### src/rtl/periph_pkg.sv
// Peripheral subsystem package
// Address map, register offsets, widths and shared types
package periph_pkg;

  localparam int ADDR_W   = 12;
  localparam int DATA_W   = 32;
  localparam int GPIO_W   = 8;
  localparam int NUM_SRC  = 4;
  localparam int SRC_ID_W = 2;
  localparam int SEL_W    = 2;
  localparam int OFF_W    = 8;

  typedef logic [ADDR_W-1:0]   addr_t;
  typedef logic [DATA_W-1:0]   data_t;
  typedef logic [GPIO_W-1:0]   gpio_t;
  typedef logic [NUM_SRC-1:0]  src_t;
  typedef logic [SRC_ID_W-1:0] src_id_t;
  typedef logic [SEL_W-1:0]    sel_t;
  typedef logic [OFF_W-1:0]    off_t;

  // Block select, address bits 11:8
  localparam sel_t SEL_GPIO  = 2'd0;
  localparam sel_t SEL_TIMER = 2'd1;
  localparam sel_t SEL_PLIC  = 2'd2;

  // GPIO registers
  localparam off_t GPIO_OUT = 8'h00;
  localparam off_t GPIO_EN  = 8'h04;
  localparam off_t GPIO_IN  = 8'h08;
  localparam off_t GPIO_IE  = 8'h0C;

  // Timer registers
  localparam off_t TMR_COUNT = 8'h00;
  localparam off_t TMR_CMP   = 8'h04;
  localparam off_t TMR_CTRL  = 8'h08;

  // PLIC registers
  localparam off_t PLIC_PEND  = 8'h00;
  localparam off_t PLIC_EN    = 8'h04;
  localparam off_t PLIC_CLAIM = 8'h08;

  typedef enum logic [1:0] {
    IDLE,
    ACCESS,
    HOLD
  } bridge_state_e;

endpackage : periph_pkg

### src/rtl/periph_bus_bridge.sv
`timescale 1ns/10ps
// Host bridge
// One register access per four-phase req/ack handshake with the response held until req drops
module periph_bus_bridge (
  input  logic              clk_i,
  input  logic              rst_n_i,
  input  logic              req_i,
  input  logic              we_i,
  input  periph_pkg::addr_t addr_i,
  input  periph_pkg::data_t wdata_i,
  output logic              ack_o,
  output periph_pkg::data_t rdata_o,
  output logic              err_o,
  output logic              reg_valid_o,
  output logic              reg_we_o,
  output periph_pkg::addr_t reg_addr_o,
  output periph_pkg::data_t reg_wdata_o,
  input  periph_pkg::data_t reg_rdata_i,
  input  logic              reg_err_i
);

  periph_pkg::bridge_state_e state_q;
  periph_pkg::data_t         rdata_q;
  logic                      err_q;
  logic                      we_q;
  periph_pkg::addr_t         addr_q;
  periph_pkg::data_t         wdata_q;

  always_ff @(posedge clk_i) begin
    if (!rst_n_i) begin
      state_q <= periph_pkg::IDLE;
      rdata_q <= '0;
      err_q   <= 1'b0;
    end else begin
      case (state_q)
        periph_pkg::IDLE: begin
          if (req_i) state_q <= periph_pkg::ACCESS;
        end
        periph_pkg::ACCESS: begin
          // Capture the response at the end of the access cycle
          rdata_q <= reg_rdata_i;
          err_q   <= reg_err_i;
          state_q <= periph_pkg::HOLD;
        end
        periph_pkg::HOLD: begin
          if (!req_i) state_q <= periph_pkg::IDLE;
        end
        default: state_q <= periph_pkg::IDLE;
      endcase
    end
  end

  // Request fields sampled when the handshake starts
  always_ff @(posedge clk_i) begin
    if (state_q == periph_pkg::IDLE && req_i) begin
      we_q    <= we_i;
      addr_q  <= addr_i;
      wdata_q <= wdata_i;
    end
  end

  assign reg_valid_o = (state_q == periph_pkg::ACCESS);
  assign reg_we_o    = we_q;
  assign reg_addr_o  = addr_q;
  assign reg_wdata_o = wdata_q;
  assign ack_o       = (state_q == periph_pkg::HOLD);
  assign rdata_o     = rdata_q;
  assign err_o       = err_q;

  // The access happens while the host still holds req
  a_valid_with_req: assert property (@(posedge clk_i) disable iff (!rst_n_i)
    reg_valid_o |-> req_i);

  a_ack_needs_req: assert property (@(posedge clk_i) disable iff (!rst_n_i)
    $rose(ack_o) |-> $past(req_i));

endmodule : periph_bus_bridge

### src/rtl/periph_addr_decode.sv
`timescale 1ns/10ps
// Register bus decoder
// Routes the access strobe by address bits 11:8 and returns read data or an error
module periph_addr_decode (
  input  logic              reg_valid_i,
  input  periph_pkg::addr_t reg_addr_i,
  output logic              gpio_valid_o,
  output logic              tmr_valid_o,
  output logic              plic_valid_o,
  input  periph_pkg::data_t gpio_rdata_i,
  input  periph_pkg::data_t tmr_rdata_i,
  input  periph_pkg::data_t plic_rdata_i,
  output periph_pkg::data_t reg_rdata_o,
  output logic              reg_err_o
);

  periph_pkg::sel_t sel;
  logic             in_range;
  logic             hit_gpio;
  logic             hit_tmr;
  logic             hit_plic;

  // Upper select bits must be zero for any mapped block
  assign sel      = reg_addr_i[9:8];
  assign in_range = (reg_addr_i[11:10] == 2'b00);

  assign hit_gpio = in_range && (sel == periph_pkg::SEL_GPIO);
  assign hit_tmr  = in_range && (sel == periph_pkg::SEL_TIMER);
  assign hit_plic = in_range && (sel == periph_pkg::SEL_PLIC);

  assign gpio_valid_o = reg_valid_i && hit_gpio;
  assign tmr_valid_o  = reg_valid_i && hit_tmr;
  assign plic_valid_o = reg_valid_i && hit_plic;

  always_comb begin
    reg_rdata_o = '0;
    if (hit_gpio) reg_rdata_o = gpio_rdata_i;
    else if (hit_tmr) reg_rdata_o = tmr_rdata_i;
    else if (hit_plic) reg_rdata_o = plic_rdata_i;
  end

  assign reg_err_o = !(hit_gpio || hit_tmr || hit_plic);

endmodule : periph_addr_decode

### src/rtl/periph_gpio.sv
`timescale 1ns/10ps
// GPIO block
// Output, output-enable and interrupt-enable registers plus synchronized inputs
module periph_gpio (
  input  logic              clk_i,
  input  logic              rst_n_i,
  input  logic              valid_i,
  input  logic              we_i,
  input  periph_pkg::addr_t addr_i,
  input  periph_pkg::data_t wdata_i,
  output periph_pkg::data_t rdata_o,
  input  periph_pkg::gpio_t gpio_i,
  output periph_pkg::gpio_t gpio_o,
  output periph_pkg::gpio_t gpio_en_o,
  output logic              irq_o
);

  periph_pkg::gpio_t out_q;
  periph_pkg::gpio_t en_q;
  periph_pkg::gpio_t ie_q;
  periph_pkg::gpio_t sync1_q;
  periph_pkg::gpio_t sync2_q;
  periph_pkg::off_t  off;
  logic              wr;

  assign off = addr_i[7:0];
  assign wr  = valid_i && we_i;

  always_ff @(posedge clk_i) begin
    if (!rst_n_i) begin
      out_q <= '0;
      en_q  <= '0;
      ie_q  <= '0;
    end else if (wr) begin
      case (off)
        periph_pkg::GPIO_OUT: out_q <= wdata_i[periph_pkg::GPIO_W-1:0];
        periph_pkg::GPIO_EN:  en_q  <= wdata_i[periph_pkg::GPIO_W-1:0];
        periph_pkg::GPIO_IE:  ie_q  <= wdata_i[periph_pkg::GPIO_W-1:0];
        default: ;
      endcase
    end
  end

  // Two-flop pin synchronizer
  always_ff @(posedge clk_i) begin
    if (!rst_n_i) begin
      sync1_q <= '0;
      sync2_q <= '0;
    end else begin
      sync1_q <= gpio_i;
      sync2_q <= sync1_q;
    end
  end

  always_comb begin
    case (off)
      periph_pkg::GPIO_OUT: rdata_o = periph_pkg::data_t'(out_q);
      periph_pkg::GPIO_EN:  rdata_o = periph_pkg::data_t'(en_q);
      periph_pkg::GPIO_IN:  rdata_o = periph_pkg::data_t'(sync2_q);
      periph_pkg::GPIO_IE:  rdata_o = periph_pkg::data_t'(ie_q);
      default:              rdata_o = '0;
    endcase
  end

  assign gpio_o    = out_q;
  assign gpio_en_o = en_q;
  assign irq_o     = |(sync2_q & ie_q);

endmodule : periph_gpio

### src/rtl/periph_timer.sv
`timescale 1ns/10ps
// Compare timer
// Free-running counter, expired interrupt while count is at or past compare
module periph_timer (
  input  logic              clk_i,
  input  logic              rst_n_i,
  input  logic              valid_i,
  input  logic              we_i,
  input  periph_pkg::addr_t addr_i,
  input  periph_pkg::data_t wdata_i,
  output periph_pkg::data_t rdata_o,
  output logic              irq_o
);

  periph_pkg::data_t count_q;
  periph_pkg::data_t cmp_q;
  logic              en_q;
  periph_pkg::off_t  off;
  logic              wr;

  assign off = addr_i[7:0];
  assign wr  = valid_i && we_i;

  // Host write to the count wins over the increment
  always_ff @(posedge clk_i) begin
    if (!rst_n_i) begin
      count_q <= '0;
    end else if (wr && off == periph_pkg::TMR_COUNT) begin
      count_q <= wdata_i;
    end else if (en_q) begin
      count_q <= count_q + 1'b1;
    end
  end

  always_ff @(posedge clk_i) begin
    if (!rst_n_i) begin
      cmp_q <= '0;
      en_q  <= 1'b0;
    end else if (wr) begin
      case (off)
        periph_pkg::TMR_CMP:  cmp_q <= wdata_i;
        periph_pkg::TMR_CTRL: en_q  <= wdata_i[0];
        default: ;
      endcase
    end
  end

  always_comb begin
    case (off)
      periph_pkg::TMR_COUNT: rdata_o = count_q;
      periph_pkg::TMR_CMP:   rdata_o = cmp_q;
      periph_pkg::TMR_CTRL:  rdata_o = periph_pkg::data_t'(en_q);
      default:               rdata_o = '0;
    endcase
  end

  assign irq_o = en_q && (count_q >= cmp_q);

endmodule : periph_timer

### src/rtl/periph_plic.sv
`timescale 1ns/10ps
// Interrupt controller
// Edge-captured pending bits, enable mask and a lowest-id-first claim
module periph_plic (
  input  logic              clk_i,
  input  logic              rst_n_i,
  input  logic              valid_i,
  input  logic              we_i,
  input  periph_pkg::addr_t addr_i,
  input  periph_pkg::data_t wdata_i,
  output periph_pkg::data_t rdata_o,
  input  periph_pkg::src_t  src_i,
  output logic              irq_o
);

  periph_pkg::src_t    src_in;
  periph_pkg::src_t    src_q;
  periph_pkg::src_t    pend_q;
  periph_pkg::src_t    en_q;
  periph_pkg::src_t    active;
  periph_pkg::src_t    rise;
  periph_pkg::src_t    clr;
  periph_pkg::src_id_t claim_id;
  periph_pkg::off_t    off;
  logic                claim_rd;

  // Id 0 means no interrupt and is never a source
  assign src_in = {src_i[periph_pkg::NUM_SRC-1:1], 1'b0};
  assign rise   = src_in & ~src_q;
  assign active = pend_q & en_q;

  assign off      = addr_i[7:0];
  assign claim_rd = valid_i && !we_i && (off == periph_pkg::PLIC_CLAIM);

  always_comb begin
    claim_id = '0;
    for (int i = periph_pkg::NUM_SRC - 1; i > 0; i--) begin
      if (active[i]) claim_id = periph_pkg::src_id_t'(i);
    end
  end

  assign clr = claim_rd ? (periph_pkg::src_t'(1) << claim_id) : '0;

  always_ff @(posedge clk_i) begin
    if (!rst_n_i) begin
      src_q  <= '0;
      pend_q <= '0;
    end else begin
      src_q  <= src_in;
      // A new edge in the claim cycle stays pending
      pend_q <= (pend_q & ~clr) | rise;
    end
  end

  always_ff @(posedge clk_i) begin
    if (!rst_n_i) begin
      en_q <= '0;
    end else if (valid_i && we_i && off == periph_pkg::PLIC_EN) begin
      en_q <= wdata_i[periph_pkg::NUM_SRC-1:0];
    end
  end

  always_comb begin
    case (off)
      periph_pkg::PLIC_PEND:  rdata_o = periph_pkg::data_t'(pend_q);
      periph_pkg::PLIC_EN:    rdata_o = periph_pkg::data_t'(en_q);
      periph_pkg::PLIC_CLAIM: rdata_o = periph_pkg::data_t'(claim_id);
      default:                rdata_o = '0;
    endcase
  end

  assign irq_o = |active;

  // A claim yields a source id exactly when the irq line is raised
  a_claim_matches_irq: assert property (@(posedge clk_i) disable iff (!rst_n_i)
    claim_rd |-> ((claim_id != '0) == irq_o));

endmodule : periph_plic

### src/rtl/periph_subsystem.sv
`timescale 1ns/10ps
// Peripheral subsystem top
// Host bridge, address decoder, GPIO, timer and interrupt controller
module periph_subsystem (
  input  logic              clk_i,
  input  logic              rst_n_i,
  input  logic              req_i,
  input  logic              we_i,
  input  periph_pkg::addr_t addr_i,
  input  periph_pkg::data_t wdata_i,
  output logic              ack_o,
  output periph_pkg::data_t rdata_o,
  output logic              err_o,
  input  periph_pkg::gpio_t gpio_i,
  output periph_pkg::gpio_t gpio_o,
  output periph_pkg::gpio_t gpio_en_o,
  input  logic              ext_irq_i,
  output logic              irq_o
);

  logic              reg_valid;
  logic              reg_we;
  periph_pkg::addr_t reg_addr;
  periph_pkg::data_t reg_wdata;
  periph_pkg::data_t reg_rdata;
  logic              reg_err;
  logic              gpio_valid;
  logic              tmr_valid;
  logic              plic_valid;
  periph_pkg::data_t gpio_rdata;
  periph_pkg::data_t tmr_rdata;
  periph_pkg::data_t plic_rdata;
  logic              gpio_irq;
  logic              tmr_irq;

  periph_bus_bridge u_bridge (
    .clk_i, .rst_n_i, .req_i, .we_i, .addr_i, .wdata_i, .ack_o, .rdata_o, .err_o,
    .reg_valid_o(reg_valid), .reg_we_o(reg_we), .reg_addr_o(reg_addr),
    .reg_wdata_o(reg_wdata), .reg_rdata_i(reg_rdata), .reg_err_i(reg_err)
  );

  periph_addr_decode u_decode (
    .reg_valid_i(reg_valid), .reg_addr_i(reg_addr),
    .gpio_valid_o(gpio_valid), .tmr_valid_o(tmr_valid), .plic_valid_o(plic_valid),
    .gpio_rdata_i(gpio_rdata), .tmr_rdata_i(tmr_rdata), .plic_rdata_i(plic_rdata),
    .reg_rdata_o(reg_rdata), .reg_err_o(reg_err)
  );

  periph_gpio u_gpio (
    .clk_i, .rst_n_i, .valid_i(gpio_valid), .we_i(reg_we), .addr_i(reg_addr),
    .wdata_i(reg_wdata), .rdata_o(gpio_rdata),
    .gpio_i, .gpio_o, .gpio_en_o, .irq_o(gpio_irq)
  );

  periph_timer u_timer (
    .clk_i, .rst_n_i, .valid_i(tmr_valid), .we_i(reg_we), .addr_i(reg_addr),
    .wdata_i(reg_wdata), .rdata_o(tmr_rdata), .irq_o(tmr_irq)
  );

  // Sources: 0 unused, 1 GPIO, 2 timer, 3 external
  periph_plic u_plic (
    .clk_i, .rst_n_i, .valid_i(plic_valid), .we_i(reg_we), .addr_i(reg_addr),
    .wdata_i(reg_wdata), .rdata_o(plic_rdata),
    .src_i({ext_irq_i, tmr_irq, gpio_irq, 1'b0}), .irq_o
  );

endmodule : periph_subsystem

### config.mk
export PLATFORM = sky130hd
export DESIGN_NAME = periph_subsystem
export DESIGN_NICKNAME = d
export VERILOG_FILES = /design/src/rtl/periph_pkg.sv /design/src/rtl/periph_bus_bridge.sv /design/src/rtl/periph_addr_decode.sv /design/src/rtl/periph_gpio.sv /design/src/rtl/periph_timer.sv /design/src/rtl/periph_plic.sv /design/src/rtl/periph_subsystem.sv
export SDC_FILE = /design/constraint.sdc
export NUM_CORES = 1
export LEC_CHECK = 0
export BUFFER_PORTS_ARGS = -buffer_cell sky130_fd_sc_hd__buf_2
export CORE_MARGIN = 1.5
export CORE_UTILIZATION = 51
export DETAILED_ROUTE_END_ITERATION = 6
export PLACE_DENSITY_LB_ADDON = 0.2
export SYNTH_ARGS = -nofsm -noshare
export SYNTH_HDL_FRONTEND = slang
export SYNTH_SLANG_ARGS = --single-unit
export TNS_END_PERCENT = 1
### constraint.sdc
create_clock -name clk_i -period 5.71 [get_ports clk_i]
set_clock_uncertainty 0.2 [all_clocks]
set_input_delay 0.2855 -clock clk_i [delete_from_list [all_inputs] [get_ports clk_i]]
set_output_delay 0.2855 -clock clk_i [all_outputs]
set_load 0.05 [all_outputs]
==> metrics.txt, run 1 <==
NumNets Final 1140; Antenna diodes 0; total of max-cap violations 0; GRT Util Overall 25.2%; worst reg2reg endpoint u_bridge.rdata_o[18]; final cell count without fillers 1283; Hold Crit Class reg2reg; Syn Area/Cell 9.54 um^2; vias in the first global route 7051; largest family of logic cells by synthesized area simple AND/OR/NAND/NOR gates; Crit-path slowest cell nand4_1; io pins 108; number of I/O port buffers 107; Post-synth EDFFs 45; final WL 21700 um; drt first pass iters 5; CP Capture Point u_bridge.rdata_o[18]; clock group share of total power 42.9%; DR iter-0 viols 484; Synth Register Bits 196; Die Y 133 um; clk buf depth 2; Fill cells 1447; adder-cell share of the synthesized area 4.77%; Mapped Area 8660 um^2; TritonCTS clock tree built; Worst Max-Slew Pin Slew 1230 ps; Area Overhead vs Synth 21.4%; Post-Syn Nets 998; insertion delay to the later sink of the worst-skew pair 440 ps; Vias 7101; area of the die 17800 um^2; Rel. slew slack 17.8%; Starting Density 52.2%; initial antenna violation count 0; Reg area 4370 um^2; Primary FF master, synth dfxtp_1; gpl congestion 0.824; total CTS buffers 17; sw power 0.000679 W; clock slew at reported path FFs 70 ps; Yosys warning count 0; post-synthesis mux area share 5.66%; Req. time, crit path 5890 ps; XOR/XNOR share of the synthesized area 3.14%; Multi-input gate area 3950 um^2; r2r setup slk 2080 ps; first-pass GRT wire length 35200 um; share of cells above drive strength 1 16.0%; Synth cell types 53; post-CTS sizing 0; leakage power 4.05 nW; Critical Path AT 3810 ps; core area 16600 um^2; status finished, final reports clean; max frequency 276 MHz; commonest non-fill, non-tap cell in the layout dfxtp_1; Mapped Cells 908; min Tclk post-route 3630 ps; clock root cell clkbuf_16; CTS Sinks 196; most frequent cells in the layout dfxtp_1 (151), nand2_1 (129), buf_2 (107); logic gate share of total power 4.8%; CP max FO 24; crit-path max cell delay 1150 ps; post-synthesis simple-gate area fraction 17.7%; Crit Path Class reg2reg; ys async rst share 0%; Setup crit start kind register; Flop pwr share 52.3%; CP endpoint kind register; Critical Path Source u_bridge.reg_addr_o[1]; Final period util 63.6%; die width 133 um; final hold violations 0; Final ANT Viol Nets 0; Cells after DPL 1196; Post-DP HPWL 13500 um; Int Power 0.00217 W; Vias/cell 5.53; PD cells 271 nW/um^2; Switching Share 23.8%; H-Tree Depth 4; worst-path cell chain or4_4 > nor3_2 > nand4_1 > o21ai_0 > and2_1; pre-CTS setup slack 2180 ps; Worst Reg-to-Reg Cells 5; Cell Rows 47; Compound-Gate Fraction of Synth Area 14.1%; routed len/inst 16.9 um; RSZ-0062 raised after global routing false; Final setup viols 0; Seq/Total Area, Yosys 50.5%; setup TNS 0 ps; Slew Viols, Final 0; # DRC 0; largest net degree at the start of global routing 76; Max VDD drop 0.216 mV; grt total ovfl 0; reg2reg start u_bridge.reg_addr_o[1]; final worst slack 2080 ps
state kept, by name (all words and copies together), names as in the netlist, 4 cells and up:
name	cells
u_bridge.rdata_o	32
u_bridge.reg_addr_o	12
u_bridge.reg_wdata_o	32
u_gpio.gpio_en_o	8
u_gpio.gpio_o	8
u_gpio.ie_q	8
u_gpio.sync1_q	8
u_gpio.sync2_q	8
u_plic.en_q	4
u_plic.pend_q	4
u_timer.cmp_q	32
u_timer.count_q	32
power groups by stage:
stage | clock [W] | combinational (W) | sequential [W]
floorplan | 0 | 0.0000560 | 0.00152
global placement | 0 | 0.000106 | 0.00152
detailed placement | 0 | 0.000108 | 0.00152
CTS | 0.00124 | 0.000137 | 0.00149
global route | 0.00129 | 0.000149 | 0.00149
finish | 0.00122 | 0.000138 | 0.00149
metal layers:
metal	GRT usage, %	vias to the layer above	wire length, um
li1	-	3499	-
met1	33.1	3423	9930
met2	42.6	161	10500
met3	5.25	18	1050
met4	6.16	0	178
met5	0	-	0
through the flow:
| step | cell area, um^2 | power [W] | hold WS [ps] | util, % |
|---|---|---|---|---|
| 2_1_floorplan | 8660 | 0.00157 | 184 | - |
| 3_3_place_gp | 9360 | 0.00163 | 205 | 56.4 |
| 3_5_place_dp | 9360 | 0.00163 | 214 | 56.4 |
| 4_1_cts | 10500 | 0.00286 | 219 | 63.4 |
| 5_1_grt | 10500 | 0.00293 | 230 | 63.4 |
| 6_report | 10500 | 0.00285 | 214 | 63.4 |
synthesized netlist by cell type, types with 2 or more instances:
master,count,share of area (%)
a21o_1,2,0.17
nand2b_1,4,0.29
or4_4,2,0.26
o21ai_1,20,1.2
o21ai_0,41,2.4
a211oi_1,12,1.0
a32oi_1,4,0.40
nor2b_1,6,0.43
edfxtp_1,45,16
clkbuf_1,40,1.7
xor2_1,21,2.1
a22o_1,6,0.61
and3_1,5,0.36
nor3_1,7,0.40
ha_1,33,4.8
nand3_1,23,1.3
buf_1,3,0.13
a22oi_1,28,2.4
nor3_2,2,0.23
inv_1,38,1.6
nor2_1,57,2.5
a21oi_1,75,4.3
a31oi_1,6,0.43
xnor2_1,10,1.0
nand3b_1,2,0.17
buf_2,4,0.23
buf_6,3,0.39
and2_1,46,3.3
mux2i_1,31,3.6
nand2_1,129,5.6
dfxtp_1,151,35
and4_1,5,0.51
nor4_1,2,0.14
a311oi_1,2,0.20
a41oi_1,2,0.20
mux4_2,8,2.1
nand4_1,17,1.2
kinds of logic after synthesis:
group | count (synthesis)
xor gates and xnor gates | 31
AOI/OAI and AO/OA | 205
adders and majority gates | 33
buffers and inverters | 88
and+or+nand+nor | 316
muxes | 39
DFF | 196
repair_timing:
action	4_1_cts	5_1_grt
hold buffers	55	0
setup endpoints to repair	0	0
hold endpoints to repair	55	0
setup buffers	0	0
layout make-up:
cell class / instances / share of cell area [%]
clock buffer: 18 / 4.28
clock inverter: 14 / 1.49
inverter: 38 / 1.36
multi-input combinational: 624 / 37.5
sequential: 196 / 41.6
tap: 220 / 2.62
timing repair buffer: 173 / 11.1
worst min-delay path by stage:
stage / end / startpoint / depth (start not counted)
4_1_cts: u_plic.pend_q[2] / u_plic.src_q[2] / 1
2_1_floorplan: u_bridge.reg_addr_o[0] / addr_i[0] / 0
3_5_place_dp: u_plic.pend_q[2] / u_plic.src_q[2] / 1
6_report: u_plic.pend_q[2] / u_plic.src_q[2] / 1
3_3_place_gp: u_plic.pend_q[2] / u_plic.src_q[2] / 1
5_1_grt: u_plic.pend_q[2] / u_plic.src_q[2] / 1
worst max-delay path, delay by kind of cell (launching register included):
kind / cells / cell delay (ps)
simple gates: 4 / 2500
compound gates: 1 / 490
flops: 1 / 360
(Power assumes the default switching activity.)
==> run 2: changes to the inputs <==
ABC_AREA = 1   (was not set)
clock period = 3.38 ns   (was 5.71 ns; I/O delays follow)
==> run 2 against run 1 <==
The run now ends with design-rule violations left. Setup slack lost 1500 ps. Power up 68%. Clock power up 66%. Combinational power up 94%. Largest cell class unchanged. Global-route usage grew 0.92 points. Design area is 7.2% higher. Routed wire length increased by 13%. Worst hold slack gained 0.85 ps. Non-clock buffer count is 2 higher. First-iteration DRC count increased by 22%. Critical path type unchanged.
==> metrics.txt, run 2 <==
PD cells 425 nW/um^2 (+57%); Final period util 83.1% (+20 points); Antenna diodes 0 (unchanged); first-pass GRT wire length 40500 um (+15%); CP max FO 40 (+67%); most common cell in the netlist nand2_1; Synth Register Bits 196 (unchanged); post-CTS sizing 0 (unchanged); Tot Pwr 0.00479 W (+68%); Mapped Area 9460 um^2 (+9.3%); area leader, netlist dfxtp_1; status finished, violations left; violated checks design-rule violations; commonest non-fill, non-tap cell in the layout nand2_1; final hold violations 0 (unchanged); # DRC 6 (+6); clock root cell clkbuf_16; io pins 108 (unchanged); CP endpoint kind register; Setup crit start kind register; NumNets Final 1464 (+28%); Hold Crit Class reg2reg; Cells after DPL 1528 (+28%); final cell count without fillers 1616 (+26%); insertion delay to the later sink of the worst-skew pair 450 ps (about the same); Starting Density 52.3% (+0.096 points); total of max-cap violations 0 (unchanged); Mapped Cells 1229 (+35%); total CTS buffers 17 (unchanged); Rel. slew slack 47.1% (+29 points); TritonCTS clock tree built; routed len/inst 15.2 um (-10%); worst-path cell chain nor2_2 > nand3_2 > clkinv_2 > nand2_4 > clkinv_2 > nor2_1 > a21oi_4 > nand2_1 > a21oi_1; pre-CTS setup slack 616 ps (-1560 ps); DR iter-0 viols 589 (+22%); ys async rst share 0% (unchanged); ranking of synthesized cells by area dfxtp_1 (32%), edfxtp_1 (14%), nand2_1 (12%), inv_1 (6.1%), a21oi_1 (5.3%); crit-path max cell delay 640 ps (-510 ps); Final setup viols 0 (unchanged); Cell Rows 49 (+4.3%); Synth cell types 43 (-19%); most frequent cells in the layout nand2_1 (309), inv_1 (154), dfxtp_1 (151); leakage power 4.68 nW (+16%); Post-synth EDFFs 45 (unchanged); drt first pass iters 7 (+2); Primary FF master, synth dfxtp_1; Seq/Total Area, Yosys 46.2% (-4.3 points); GRT Util Overall 26.1% (+0.92 points); Max VDD drop 0.352 mV (+63%); Post-DP HPWL 17100 um (+27%); Util after Layout 62.3% (-1.1 points); gpl congestion 0.916 (+11%); Critical Path AT 2980 ps (-830 ps); Slew Viols, Final 0 (unchanged); grt total ovfl 0 (unchanged); Yosys top cell area share 31.9% (-3.0 points); largest net degree at the start of global routing 50 (-34%); Req. time, crit path 3550 ps (-2340 ps); Final ANT Viol Nets 0 (unchanged); RSZ-0062 raised after global routing false; min Tclk post-route 2810 ps (-819 ps); vias in the first global route 8363 (+19%); share of cells above drive strength 1 13.8% (-2.2 points); Area Overhead vs Synth 19.1%; CTS Sinks 196 (unchanged); postcts setup bufs 0 (unchanged); final worst slack 570 ps (-1510 ps); setup TNS 0 ps (unchanged); Die Y 139 um (+4.4%); die width 139 um (+4.4%); clock slew at reported path FFs 80 ps (about the same); H-Tree Depth 4 (unchanged); area of the die 19400 um^2 (+9.0%); initial antenna violation count 0 (unchanged); Post-Syn Nets 1319 (+32%); clk buf depth 2 (unchanged); Vias/cell 5.25 (-5.1%); Top cell by count, worst path clkinv_2; Hold Buf Count CTS 56 (+1.8%); Yosys warning count 0 (unchanged); final WL 24500 um (+13%); number of I/O port buffers 107 (unchanged); Syn Area/Cell 7.70 um^2 (-19%); core area 18100 um^2 (+9.1%); Vias 8489 (+20%); max frequency 356 MHz (+29%); Crit-path slowest cell a21oi_4; Worst Max-Slew Pin Slew 791 ps (-438 ps); top cells by count, synth nand2_1 (309), inv_1 (155), dfxtp_1 (151); Crit Path Class reg2reg
==> run 2: cell types whose count changed in the layout (fill, tap and decap cells not counted), moves of 27 or more <==
cell,change
a22oi_1,-28
and2_1,-46
inv_1,+117
mux2i_1,-31
nand2_1,+180
nand3_1,+29
nor2_1,+63
o21ai_0,+27
o22ai_1,+36
==> run 2: cells by family after synthesis <==
logic type | count (synthesis) | share of synthesized area, %
compound gates | 252 | 15.6
fa+ha+maj | 33 | 4.36
flops | 196 | 46.2
xor+xnor | 18 | 1.67
buf+inv | 213 | 9.20
simple gates | 517 | 23.0
==> run 2: final timing paths <==
| path | from | slack (ps) | end | cells past startpoint |
|---|---|---|---|---|
| worst max-delay path | u_bridge.reg_addr_o[7] | 570 | u_bridge.rdata_o[20] | 9 |
| worst min-delay path | u_gpio.sync1_q[6] | 220 | u_gpio.sync2_q[6] | 2 |
| worst max register to register | u_bridge.reg_addr_o[7] | 570 | u_bridge.rdata_o[20] | 9 |
| worst min register to register | u_gpio.sync1_q[6] | 220 | u_gpio.sync2_q[6] | 2 |
==> run 2: report_power, final <==
group	internal (W)	switching, W
sequential	0.00246	0.0000326
clock	0.00106	0.000972
combinational	0.0000992	0.000168
==> run 2: worst max-delay path, delay by kind of cell, from the launching register on <==
family                 cells  cell delay, ps
DFF                        1             380
and+or+nand+nor            5             830
AOI/OAI and AO/OA          2             820
buffers and inverters      2             490
==> run 2: layout make-up <==
class | instances | area, um^2
Multi-Input combinational cell | 820 | 4230
Tap cell | 229 | 287
Timing Repair Buffer | 175 | 1190
Clock inverter | 14 | 140
Fill cell | 1673 | 6810
Inverter | 164 | 618
Clock buffer | 18 | 439
Sequential cell | 196 | 4370
==> run 2: routing by layer <==
metal | track usage, % | wire [um]
met1 | 32.0 | 10900
met2 | 46.6 | 12100
met3 | 4.32 | 1000
met4 | 8.85 | 486
met5 | 0 | 0
==> run 2: metrics by stage <==
| stage | instance area, um^2 | hold WS, ps |
|---|---|---|
| after CTS | 11300 | 216 |
| after floorplan | 9470 | 66.6 |
| after detailed placement | 10100 | 147 |
| final | 11300 | 215 |
| after global placement | 10100 | 145 |
| after global routing | 11300 | 220 |
